[src/source/ca_tx_pkg.sv]
////////////////////////////////////////////////////////////
// Shared types for the transmit channel-alignment slice
// Holds the channel width, the alignment tag encoding and
// the word and location structs used by every stage
// Modules import it inside their body and use scoped names
// in their port lists
////////////////////////////////////////////////////////////

`default_nettype none

package ca_tx_pkg;

  // Width of one channel word on the die-to-die link
  localparam int CA_CH_WIDTH = 80;

  ////////////////////////////////////////////////////////////
  // Insertion location
  ////////////////////////////////////////////////////////////

  // Bit position of an alignment bit for each link generation
  // The active field is picked by gen2_mode at the insertion mux
  typedef struct packed {
    logic [8:0] gen1_loc;
    logic [8:0] gen2_loc;
  } ca_loc_t;

  ////////////////////////////////////////////////////////////
  // Alignment tag
  ////////////////////////////////////////////////////////////

  // Bit 0 flags a recoverable strobe, bit 1 a persistent marker
  // TAG_BOTH means the word carries both kinds of bit
  typedef enum logic [1:0] {
    TAG_NONE   = 2'b00,
    TAG_STROBE = 2'b01,
    TAG_MARKER = 2'b10,
    TAG_BOTH   = 2'b11
  } ca_tag_e;

  ////////////////////////////////////////////////////////////
  // Tagged channel word
  ////////////////////////////////////////////////////////////

  // Payload plus its tag, 82 bits in all
  // Travels from the producer through the buffer to the consumer
  typedef struct packed {
    logic [CA_CH_WIDTH-1:0] data;
    ca_tag_e                tag;
  } ca_word_t;

endpackage

`default_nettype wire

[src/source/ca_tx_marker_gen.sv]
////////////////////////////////////////////////////////////
// Word producer for the transmit alignment path
// Numbers every accepted input word and tags it as a strobe
// word, a marker word, both or neither, then registers the
// tagged word toward the buffer with a one-cycle push
////////////////////////////////////////////////////////////

`timescale 1ns/1ps
`default_nettype none

module ca_tx_marker_gen #(
  parameter int STROBE_PERIOD = 4,
  parameter int MARKER_PERIOD = 3
) (
  input  logic                               clk,
  input  logic                               reset,
  input  logic [ca_tx_pkg::CA_CH_WIDTH-1:0]  in_data,
  input  logic                               in_valid,
  output ca_tx_pkg::ca_word_t                push_word,
  output logic                               push
);

  import ca_tx_pkg::*;

  // Counter widths, kept at one bit for a period of one
  localparam int SCNT_W = (STROBE_PERIOD > 1) ? $clog2(STROBE_PERIOD) : 1;
  localparam int MCNT_W = (MARKER_PERIOD > 1) ? $clog2(MARKER_PERIOD) : 1;

  // Word number modulo each period
  logic [SCNT_W-1:0] strobe_cnt;
  logic [MCNT_W-1:0] marker_cnt;
  logic              is_strobe;
  logic              is_marker;
  ca_tag_e           word_tag;

  ////////////////////////////////////////////////////////////
  // Tag decode
  ////////////////////////////////////////////////////////////

  // Strobe on word numbers that are a multiple of the period
  assign is_strobe = (strobe_cnt == '0);
  // Marker on the last word of every marker period
  assign is_marker = (marker_cnt == MCNT_W'(MARKER_PERIOD - 1));

  always_comb
  begin
    case ({is_marker, is_strobe})
      2'b01:   word_tag = TAG_STROBE;
      2'b10:   word_tag = TAG_MARKER;
      2'b11:   word_tag = TAG_BOTH;
      default: word_tag = TAG_NONE;
    endcase
  end

  ////////////////////////////////////////////////////////////
  // Counters and output register
  ////////////////////////////////////////////////////////////

  // The counters only move on accepted words
  always_ff @(posedge clk)
  begin
    if (reset)
    begin
      strobe_cnt <= '0;
      marker_cnt <= '0;
      push       <= 1'b0;
    end
    else
    begin
      push <= in_valid;
      if (in_valid)
      begin
        strobe_cnt <= (strobe_cnt == SCNT_W'(STROBE_PERIOD - 1)) ? '0 : strobe_cnt + 1'b1;
        marker_cnt <= (marker_cnt == MCNT_W'(MARKER_PERIOD - 1)) ? '0 : marker_cnt + 1'b1;
      end
    end
  end

  // Payload register, qualified by push downstream
  always_ff @(posedge clk)
  begin
    if (in_valid)
    begin
      push_word.data <= in_data;
      push_word.tag  <= word_tag;
    end
  end

endmodule

`default_nettype wire

[src/source/ca_tx_word_fifo.sv]
////////////////////////////////////////////////////////////
// Holding buffer for tagged words
// Circular buffer that fills while the link holds off and is
// drained one word per pop; a push into a full buffer with no
// pop in the same cycle is dropped and sets sticky overflow
////////////////////////////////////////////////////////////

`timescale 1ns/1ps
`default_nettype none

module ca_tx_word_fifo #(
  parameter int FIFO_DEPTH = 8
) (
  input  logic                 clk,
  input  logic                 reset,
  input  ca_tx_pkg::ca_word_t  push_word,
  input  logic                 push,
  input  logic                 pop,
  output ca_tx_pkg::ca_word_t  head_word,
  output logic                 empty,
  output logic                 overflow
);

  import ca_tx_pkg::*;

  // FIFO_DEPTH is a power of two, so the pointers wrap by themselves
  localparam int PTR_W = (FIFO_DEPTH > 1) ? $clog2(FIFO_DEPTH) : 1;

  ca_word_t         mem [FIFO_DEPTH];
  logic [PTR_W-1:0] wr_ptr;
  logic [PTR_W-1:0] rd_ptr;
  logic [PTR_W:0]   count;
  logic             full;
  logic             do_push;
  logic             do_pop;

  ////////////////////////////////////////////////////////////
  // Status and accept logic
  ////////////////////////////////////////////////////////////

  assign empty = (count == '0);
  assign full  = (count == (PTR_W + 1)'(FIFO_DEPTH));

  // A pop on an empty buffer does nothing
  assign do_pop  = pop && !empty;
  // A pop in the same cycle frees the slot for a full buffer
  assign do_push = push && (!full || do_pop);

  // The oldest word is always presented at the head
  assign head_word = mem[rd_ptr];

  ////////////////////////////////////////////////////////////
  // Pointers, occupancy and overflow
  ////////////////////////////////////////////////////////////

  always_ff @(posedge clk)
  begin
    if (reset)
    begin
      wr_ptr   <= '0;
      rd_ptr   <= '0;
      count    <= '0;
      overflow <= 1'b0;
    end
    else
    begin
      if (do_push)
        wr_ptr <= wr_ptr + 1'b1;
      if (do_pop)
        rd_ptr <= rd_ptr + 1'b1;
      case ({do_push, do_pop})
        2'b10:   count <= count + 1'b1;
        2'b01:   count <= count - 1'b1;
        default: count <= count;
      endcase
      // Sticky until reset
      if (push && !do_push)
        overflow <= 1'b1;
    end
  end

  // Storage array
  always_ff @(posedge clk)
  begin
    if (do_push)
      mem[wr_ptr] <= push_word;
  end

endmodule

`default_nettype wire

[src/source/ca_tx_mux.sv]
////////////////////////////////////////////////////////////
// Alignment bit insertion mux
// PERSISTENT 0 overwrites one bit with the user bit and is
// bypassed when online; PERSISTENT 1 splices the user bit in
// and moves the bits above it up by one, losing the top bit
////////////////////////////////////////////////////////////

`timescale 1ns/1ps
`default_nettype none

module ca_tx_mux #(
  parameter int PERSISTENT = 0,
  parameter int CH_WIDTH   = 80
) (
  input  logic [CH_WIDTH-1:0] data_in,
  output logic [CH_WIDTH-1:0] data_out,
  input  logic                online,
  input  logic                gen2_mode,
  input  ca_tx_pkg::ca_loc_t  loc,
  input  logic                user_bit
);

  logic [8:0]          sel_loc;
  logic [CH_WIDTH-1:0] loc_onehot;
  logic [CH_WIDTH-1:0] user_data;
  logic [CH_WIDTH-1:0] mask_low;
  logic [CH_WIDTH-1:0] mask_high;
  logic                found_loc;

  ////////////////////////////////////////////////////////////
  // Location decode
  ////////////////////////////////////////////////////////////

  // Generation 2 uses its own bit position
  assign sel_loc = gen2_mode ? loc.gen2_loc : loc.gen1_loc;

  // One-hot vector at the insertion point
  // A location past the word width gives all zeros and no insertion
  assign loc_onehot = {{(CH_WIDTH - 1){1'b0}}, 1'b1} << sel_loc;

  // Only the insertion bit can be set here
  assign user_data = loc_onehot & {CH_WIDTH{user_bit}};

  // Low mask covers bits below the location, high mask the rest
  always_comb
  begin
    found_loc = 1'b0;
    for (int i = 0; i < CH_WIDTH; i++)
    begin
      found_loc    = found_loc | loc_onehot[i];
      mask_low[i]  = !found_loc;
      mask_high[i] = found_loc;
    end
  end

  ////////////////////////////////////////////////////////////
  // Insertion form
  ////////////////////////////////////////////////////////////

  generate
    if (PERSISTENT != 0)
    begin : g_splice
      // The bit at the location and everything above shift up one
      assign data_out = user_data
                      | ((data_in & mask_high) << 1)
                      | (data_in & mask_low);
    end
    else
    begin : g_overwrite
      // Recoverable strobe, dropped once the link is online
      assign data_out = online ? data_in : (user_data | (~loc_onehot & data_in));
    end
  endgenerate

endmodule

`default_nettype wire

[src/source/ca_tx_insert.sv]
////////////////////////////////////////////////////////////
// Word consumer and insertion stage
// Pops the buffer head whenever the link is not holding off,
// splices the marker, overwrites the strobe and registers the
// final word with its valid
////////////////////////////////////////////////////////////

`timescale 1ns/1ps
`default_nettype none

module ca_tx_insert (
  input  logic                              clk,
  input  logic                              reset,
  input  ca_tx_pkg::ca_word_t               head_word,
  input  logic                              empty,
  input  logic                              tx_hold,
  input  logic                              online,
  input  logic                              gen2_mode,
  input  ca_tx_pkg::ca_loc_t                strobe_loc,
  input  ca_tx_pkg::ca_loc_t                marker_loc,
  output logic                              pop,
  output logic [ca_tx_pkg::CA_CH_WIDTH-1:0] out_data,
  output logic                              out_valid
);

  import ca_tx_pkg::*;

  logic                   marker_bit;
  logic                   strobe_bit;
  logic [CA_CH_WIDTH-1:0] spliced_data;
  logic [CA_CH_WIDTH-1:0] final_data;

  // Drain one word per cycle unless the link holds off
  assign pop = !empty && !tx_hold;

  // User bits follow the tag of the head word
  assign marker_bit = (head_word.tag == TAG_MARKER) || (head_word.tag == TAG_BOTH);
  assign strobe_bit = (head_word.tag == TAG_STROBE) || (head_word.tag == TAG_BOTH);

  ////////////////////////////////////////////////////////////
  // Marker splice, then strobe overwrite
  ////////////////////////////////////////////////////////////

  ca_tx_mux #(
    .PERSISTENT (1),
    .CH_WIDTH   (CA_CH_WIDTH)
  ) marker_mux0 (
    .data_in   (head_word.data),
    .data_out  (spliced_data),
    .online    (online),
    .gen2_mode (gen2_mode),
    .loc       (marker_loc),
    .user_bit  (marker_bit)
  );

  ca_tx_mux #(
    .PERSISTENT (0),
    .CH_WIDTH   (CA_CH_WIDTH)
  ) strobe_mux0 (
    .data_in   (spliced_data),
    .data_out  (final_data),
    .online    (online),
    .gen2_mode (gen2_mode),
    .loc       (strobe_loc),
    .user_bit  (strobe_bit)
  );

  // Output valid follows pop by one cycle
  always_ff @(posedge clk)
  begin
    if (reset)
      out_valid <= 1'b0;
    else
      out_valid <= pop;
  end

  // Output word, only meaningful with out_valid
  always_ff @(posedge clk)
  begin
    if (pop)
      out_data <= final_data;
  end

endmodule

`default_nettype wire

[src/source/ca_tx_channel.sv]
////////////////////////////////////////////////////////////
// Transmit channel-alignment slice, top level
// Producer tags words, the buffer holds them during tx_hold
// and the consumer inserts the alignment bits; latency from
// in_valid to out_valid is 2 cycles with an empty buffer
////////////////////////////////////////////////////////////

`timescale 1ns/1ps
`default_nettype none

module ca_tx_channel #(
  parameter int FIFO_DEPTH    = 8,
  parameter int STROBE_PERIOD = 4,
  parameter int MARKER_PERIOD = 3
) (
  input  logic                              clk,
  input  logic                              reset,
  input  logic [ca_tx_pkg::CA_CH_WIDTH-1:0] in_data,
  input  logic                              in_valid,
  input  logic                              tx_hold,
  input  logic                              online,
  input  logic                              gen2_mode,
  input  ca_tx_pkg::ca_loc_t                strobe_loc,
  input  ca_tx_pkg::ca_loc_t                marker_loc,
  output logic [ca_tx_pkg::CA_CH_WIDTH-1:0] out_data,
  output logic                              out_valid,
  output logic                              overflow
);

  import ca_tx_pkg::*;

  // Producer to buffer
  ca_word_t push_word;
  logic     push;
  // Buffer to consumer and back
  ca_word_t head_word;
  logic     empty;
  logic     pop;

  ca_tx_marker_gen #(
    .STROBE_PERIOD (STROBE_PERIOD),
    .MARKER_PERIOD (MARKER_PERIOD)
  ) producer0 (
    .clk       (clk),
    .reset     (reset),
    .in_data   (in_data),
    .in_valid  (in_valid),
    .push_word (push_word),
    .push      (push)
  );

  ca_tx_word_fifo #(
    .FIFO_DEPTH (FIFO_DEPTH)
  ) fifo0 (
    .clk       (clk),
    .reset     (reset),
    .push_word (push_word),
    .push      (push),
    .pop       (pop),
    .head_word (head_word),
    .empty     (empty),
    .overflow  (overflow)
  );

  ca_tx_insert insert0 (
    .clk        (clk),
    .reset      (reset),
    .head_word  (head_word),
    .empty      (empty),
    .tx_hold    (tx_hold),
    .online     (online),
    .gen2_mode  (gen2_mode),
    .strobe_loc (strobe_loc),
    .marker_loc (marker_loc),
    .pop        (pop),
    .out_data   (out_data),
    .out_valid  (out_valid)
  );

endmodule

`default_nettype wire

[config.mk]
export PLATFORM = sky130hd
export DESIGN_NAME = ca_tx_channel
export DESIGN_NICKNAME = d
export VERILOG_FILES = /design/src/source/ca_tx_pkg.sv /design/src/source/ca_tx_marker_gen.sv /design/src/source/ca_tx_word_fifo.sv /design/src/source/ca_tx_mux.sv /design/src/source/ca_tx_insert.sv /design/src/source/ca_tx_channel.sv
export SDC_FILE = /design/constraint.sdc
export NUM_CORES = 1
export LEC_CHECK = 0
export BUFFER_PORTS_ARGS = -buffer_cell sky130_fd_sc_hd__buf_2
export CELL_PAD_IN_SITES_DETAIL_PLACEMENT = 2
export CELL_PAD_IN_SITES_GLOBAL_PLACEMENT = 2
export CORE_ASPECT_RATIO = 0.9
export CORE_MARGIN = 2
export CORE_UTILIZATION = 40
export DETAILED_ROUTE_END_ITERATION = 8
export PLACE_DENSITY = 0.7
export SKIP_CTS_REPAIR_TIMING = 1
export SYNTH_ARGS = -nofsm -noshare
export SYNTH_HDL_FRONTEND = slang
export SYNTH_SLANG_ARGS = --single-unit
export TNS_END_PERCENT = 100
[constraint.sdc]
create_clock -name clk -period 7.9 [get_ports clk]
set_clock_uncertainty 0.2 [all_clocks]
set_input_delay 0 -clock clk [delete_from_list [all_inputs] [get_ports clk]]
set_output_delay 0 -clock clk [all_outputs]
set_load 0.02 [all_outputs]
# ---- Yosys cells after proc, flatten, opt, wreduce, memory -nomap -nowiden
# Memory sizes are Yosys's and may differ from the RTL's. A register that Yosys moved wholly into a read port is not among the register bits.
# Cells that the tools add are included.
dict set report word_totals {
  ram_bits 656
  regBits 179
  mem_count 1
  output_inout_bits 82
  in_bits 122
  wordCells 224
}
dict set report classes {
  muxes 11
  n_addsub 6
  reduce_logical 94
  bitwise_logic 88
  eq_ne 11
  shift 2
}
# memory depth word_bits rd rd_clocked_by_memory_dff write_ports line_no
set mem_list {}
lappend mem_list {fifo0.mem 8 82 1 1 1 ca_tx_word_fifo.sv:29} ;# ca_word_t mem [FIFO_DEPTH];
# operator n
set op_table {}
lappend op_table {{$and A80 B80 Y80} 4}
lappend op_table {{$or A80 B80 Y80} 3}
lappend op_table {{$shl A1 B9 Y80 const A} 2}
lappend op_table {{$logic_not A1 Y1} 84}
lappend op_table {{$mux W80} 1}
lappend op_table {{$not A80 Y80} 1}
lappend op_table {{$and A79 B79 Y79} 1}
lappend op_table {{$or A1 B1 Y1} 79}
lappend op_table {{$mux W9} 2}
lappend op_table {{$eq A2 B2 Y1 const B} 7}
lappend op_table {{$pmux W4 S2} 1}
lappend op_table {{$add A3 B1 Y3 const B} 2}
lappend op_table {{$eq A2 B1 Y1 const B} 3}
lappend op_table {{$mux W3} 2}
lappend op_table {{$pmux W2 S3} 1}
lappend op_table {{$add A2 B1 Y2 const B} 2}
lappend op_table {{$add A4 B1 Y4 const B} 1}
lappend op_table {{$eq A4 B4 Y1 const B} 1}
lappend op_table {{$logic_and A1 B1 Y1} 4}
lappend op_table {{$logic_not A4 Y1} 1}
lappend op_table {{$mux W2} 2}
lappend op_table {{$sub A4 B1 Y4 const B} 1}
lappend op_table {{$logic_or A1 B1 Y1} 3}
lappend op_table {{$logic_not A2 Y1} 1}
lappend op_table {{other kinds (2)} 3}

# ---- Longest topological paths before layout
dict set report depth {
  depth_word 87
  depth_mapped 12
  mapped_depth_nobuf 11
}

# ---- Hierarchy
# A second synthesis with hierarchy kept.
dict set report hier_totals {
  cells_unflattened 2017
  area_unflattened_um2 36576.3
}
# module n_inst area_each_um2 cells_per_inst
set by_module_without_submodules {}
lappend by_module_without_submodules {ca_tx_word_fifo 1 26115.0 1036}
lappend by_module_without_submodules {{ca_tx_mux (insert0.marker_mux0)} 1 3424.5 565}
lappend by_module_without_submodules {ca_tx_marker_gen 1 2677.6 103}
lappend by_module_without_submodules {ca_tx_insert 1 2443.6 85}
lappend by_module_without_submodules {{ca_tx_mux (insert0.strobe_mux0)} 1 1915.6 228}

# ---- Least setup slack after synthesis
# No wires, ideal clock.
dict set report synth_timing {
  path_type {flip-flop to flip-flop}
  start {reg fifo0.count[0]}
  end {mem fifo0.mem[0][0] (netlist name), enable pin}
  setup_ns 0.623
  stages_incl_launch_ff 5
  arrival_time_ns 6.414
  path_slack_ns 0.663
  path_buffers 0
  cell_sequence {dfxtp_1 -> nor4_1 -> nor2b_1 -> nand2b_1 -> nor3_1}
}
dict set report synth_via {
  elab_chain_cells 8
}
# element line_no
set synth_rtl {}
lappend synth_rtl {{from (decl)} ca_tx_word_fifo.sv:32} ;# logic [PTR_W:0] count;
lappend synth_rtl {{from (signal assigned)} ca_tx_word_fifo.sv:72} ;# 2'b10: count <= count + 1'b1;
lappend synth_rtl {{from (signal assigned)} ca_tx_word_fifo.sv:73} ;# 2'b01: count <= count - 1'b1;
lappend synth_rtl {{from (signal assigned)} ca_tx_word_fifo.sv:74} ;# default: count <= count;
lappend synth_rtl {{$logic_not A4 Y1} ca_tx_word_fifo.sv:41} ;# assign empty = (count == '0);
lappend synth_rtl {{$logic_not A1 Y1} {ca_tx_word_fifo.sv:45, ca_tx_insert.sv:34}}
lappend synth_rtl {{$logic_and A1 B1 Y1} ca_tx_insert.sv:34} ;# assign pop = !empty && !tx_hold;
lappend synth_rtl {{$logic_and A1 B1 Y1} ca_tx_word_fifo.sv:45} ;# assign do_pop = pop && !empty;
lappend synth_rtl {{$logic_or A1 B1 Y1 *} ca_tx_word_fifo.sv:47} ;# assign do_push = push && (!full || do_pop);
lappend synth_rtl {{$logic_and A1 B1 Y1 *} ca_tx_word_fifo.sv:47}
lappend synth_rtl {{$mux W1 *} ca_tx_word_fifo.sv:85} ;# if (do_push)
lappend synth_rtl {{$mux W1 (implied by the code) *} ca_tx_word_fifo.sv:86} ;# mem[wr_ptr] <= push_word;
lappend synth_rtl {{to (decl)} ca_tx_word_fifo.sv:29}
# Every way passes the cells marked *; elsewhere a longest branch is shown, timed or not.

==> results.md <==
| Stage | Metric | Reported |
|:---|:---|:---|
| floorplan | Initial standard-cell utilization of the core | 40.39% |
| placement | Placed cell areas | 37170 um^2 |
| setup path | Kind of capture point of the worst setup path | flip-flop |
| synth | Async SR Flop Fraction | 0% |
| synth | Ys flop type | edfxtp_1 |
| sta | Number of failing hold endpoints at the final stage | 0 |
| synth | Netlist Area Pre-Place | 34790 um^2 |
| cts | Clock root buffer master | clkbuf_16 |
| sta | Share of the clock period used by the worst path after layout | 54.39% |
| floorplan | Number of I/O pins | 204 |
| synth | Library cell occupying the most area in the post-synthesis netlist | edfxtp_1 |
| sta | Summed negative setup slack over all endpoints | 0 ns |
| detailed routing | DRC violations left | 0 |
| synth | Net Count, Synth | 2089 |
| pwr | Static Leakage | 13.25 nW |
| detailed routing | First-pass DRT Iterations | 6 |
| detailed routing | Wire length after detailed routing | 119.8 mm |
| layout | Area of all placed cells without fillers | 41710 um^2 |
| cts | Longest Clk Path Bufs | 3 |
| synth | Ranking of synthesized cells by instance count | edfxtp_1 (818), mux4_2 (164), nor2_1 (129) |
| global routing | Total GRT Usage | 26.24% |
| synth | Synth cell types | 88 |
| setup path | Kind of critical path | flip-flop to flip-flop |
| setup path | Kind of start point of the critical path | flip-flop |
| sta | Slew headroom | 16.66% |
| detailed routing | Vias/cell | 6.056 |
| placement | GPL Wtd Cong | 0.9255 |
| layout | Number of nets in the layout | 2497 |
| detailed routing | Drt first-iter violations | 2585 |
| sta | Setup repair after global routing missed its margin | false |
| global routing | Wire length of the first global-routing pass | 168.3 mm |
| sta | Number of setup violations in the final report | 0 |
| job | Max-cap violations | 0 |
| pwr | Pwr Density | 288.9 nW/um^2 |
| synth | Yosys synthesis warning count | 0 |
| cts | Clk_lat worst skew | 0.67 ns |
| floorplan | Floorplan die height | 283.8 um |
| synth | Biggest area contributors in the synthesized netlist | edfxtp_1 (71%), mux4_2 (11%), mux2i_1 (1.9%) |
| placement | Post-DP HPWL | 77.54 mm |
| floorplan | Total number of placement rows | 102 |
| synth | Mapped Cells | 1959 |
| setup path | Data arrival time of the critical path | 4.50 ns |
| detailed routing | Residual antenna-violating net count after detailed routing | 0 |
| detailed routing | Detailed-route wire length per cell | 33.40 um |
| synth | Most common cell in the synthesized netlist | edfxtp_1 |
| cts | CTS tree | yes |
| synth | Flip-flop and latch count after synthesis | 838 |
| placement | Port-buffer cells | 203 |
| pwr | Max IR drop VDD | 156.4 uV |
| sta | Clock period minus worst slack | 4.297 ns |
| detailed routing | Vias post-DR | 21710 |
| cts | Deepest level of the CTS H-tree | 3 |
| synth | Avg Synthesized Cell Area | 17.76 um^2 |
| setup path | Worst endpoint required time | 8.10 ns |
| synth | Synth top area share | 70.60% |
| global routing | Remaining global-route overflow | 0 |
| floorplan | Core ar. | 86150 um^2 |
| synth | Post-synthesis sequential area ratio | 71.75% |
| outcome | Outcome | finished, final reports clean |
| floorplan | Die Area | 89360 um^2 |
| setup path | CP max FO | 46 |
| floorplan | DIE WIDTH | 314.9 um |
| synth | Number of flops mapped to enable cells by yosys | 818 |
| hold path | Classification of the worst-slack hold path | input pin to flip-flop |
| sta | Fmax achieved | 232.7 MHz |
| layout | Signed area change from the synthesized netlist to the final layout | 19.89% |
| cts | Post-CTS clock slew at the launch and capture registers of the worst setup and hold paths | 0.06 ns |
| cts | # clock sinks | 838 |
| layout | Layout cell share with drive strength beyond 1 | 25.20% |
| sta | Final count of pins violating max slew | 0 |
| sta | Transition time of the tightest slew-check pin | 1.215 ns |
| global routing | Number of antenna violations at the first check in global routing | 10 |
| cts | Clock buffer count from CTS | 91 |
| global routing | Via count of the first global-routing pass | 22560 |
| global routing | Pin count of the biggest net entering global routing | 67 |
==> logic make-up after synthesis <==
kind of cell / Yosys count / share of synthesized area, %
adders and majority gates: 8 / 0.3093
buffers and inverters: 117 / 1.564
xor gates and xnor gates: 8 / 0.2014
and+or+nand+nor: 377 / 5.236
muxes: 266 / 13.70
AOI/OAI and AO/OA: 345 / 7.239
DFF: 838 / 71.75
==> registers in the layout, indices dropped and copies added, names as in the netlist, named ones only <==
name,cells
producer0.marker_cnt,2
fifo0.overflow,1
producer0.push,1
fifo0.mem,656
fifo0.rd_ptr,3
producer0.push_word,82
producer0.strobe_cnt,2
fifo0.wr_ptr,3
insert0.out_valid,1
fifo0.count,4
insert0.out_data,80
==> final timing paths <==
kind,start,cells after the start,slack [ns],endpoint
max,flip-flop,6,3.60,insert0.out_data[27]
min,online,4,0.04,insert0.out_data[43]
max reg2reg,flip-flop,6,3.60,insert0.out_data[27]
min reg2reg,fifo0.overflow,2,0.30,fifo0.overflow
==> where the power goes <==
part	internal (mW)	switching (mW)	total, mW
Clock	2.32	1.78	4.10
Combinational	0.950	1.40	2.35
Sequential	5.27	0.331	5.60
==> layout by cell type (no fill, tap or decap), types with 35 or more instances in the layout <==
master / count
dlygate4sd3_1: 172
clkbuf_16: 95
nor2_1: 122
mux2_2: 35
edfxtp_1: 818
mux2i_1: 64
o22ai_1: 37
mux4_2: 164
a22oi_1: 36
nand2_1: 88
buf_2: 202
a21oi_1: 71
buf_4: 45
==> cell type report <==
class	count	area [um^2]
fill	7916	44430
sequential	838	24980
multi-input combinational	1004	9361
timing repair buffer	419	3070
clock buffer	123	2502
tap	1144	1431
clock inverter	43	321.6
inverter	13	48.80
antenna	1	2.502
==> metrics by stage <==
stage,hold WS (ns),power [mW],instances,setup WS [ns],utilization [%]
global route,0.02305,12.41,3585,3.437,48.42
floorplan,-0.1207,6.981,1959,0.6628,-
global placement,-0.02380,7.824,3246,3.752,43.14
finish,0.03595,12.05,3585,3.603,48.42
CTS,-0.7176,12.04,3412,3.618,46.42
detailed placement,-0.02130,7.949,3246,3.686,43.14
==> worst max-delay path: stages (launching register included) <==
cell and delay (ns):
dfxtp_4 0.98, mux4_2 0.66, mux2i_2 0.19, buf_4 0.28
nand3_1 0.85, or2_1 0.60, o32a_1 0.22
==> metal layers <==
layer | track usage, % | wire (um)
met1 | 34.62 | 47510
met2 | 43.14 | 58950
met3 | 4.677 | 8191
met4 | 10.42 | 5044
met5 | 0 | 56
Power figures use the tool's default switching activity.
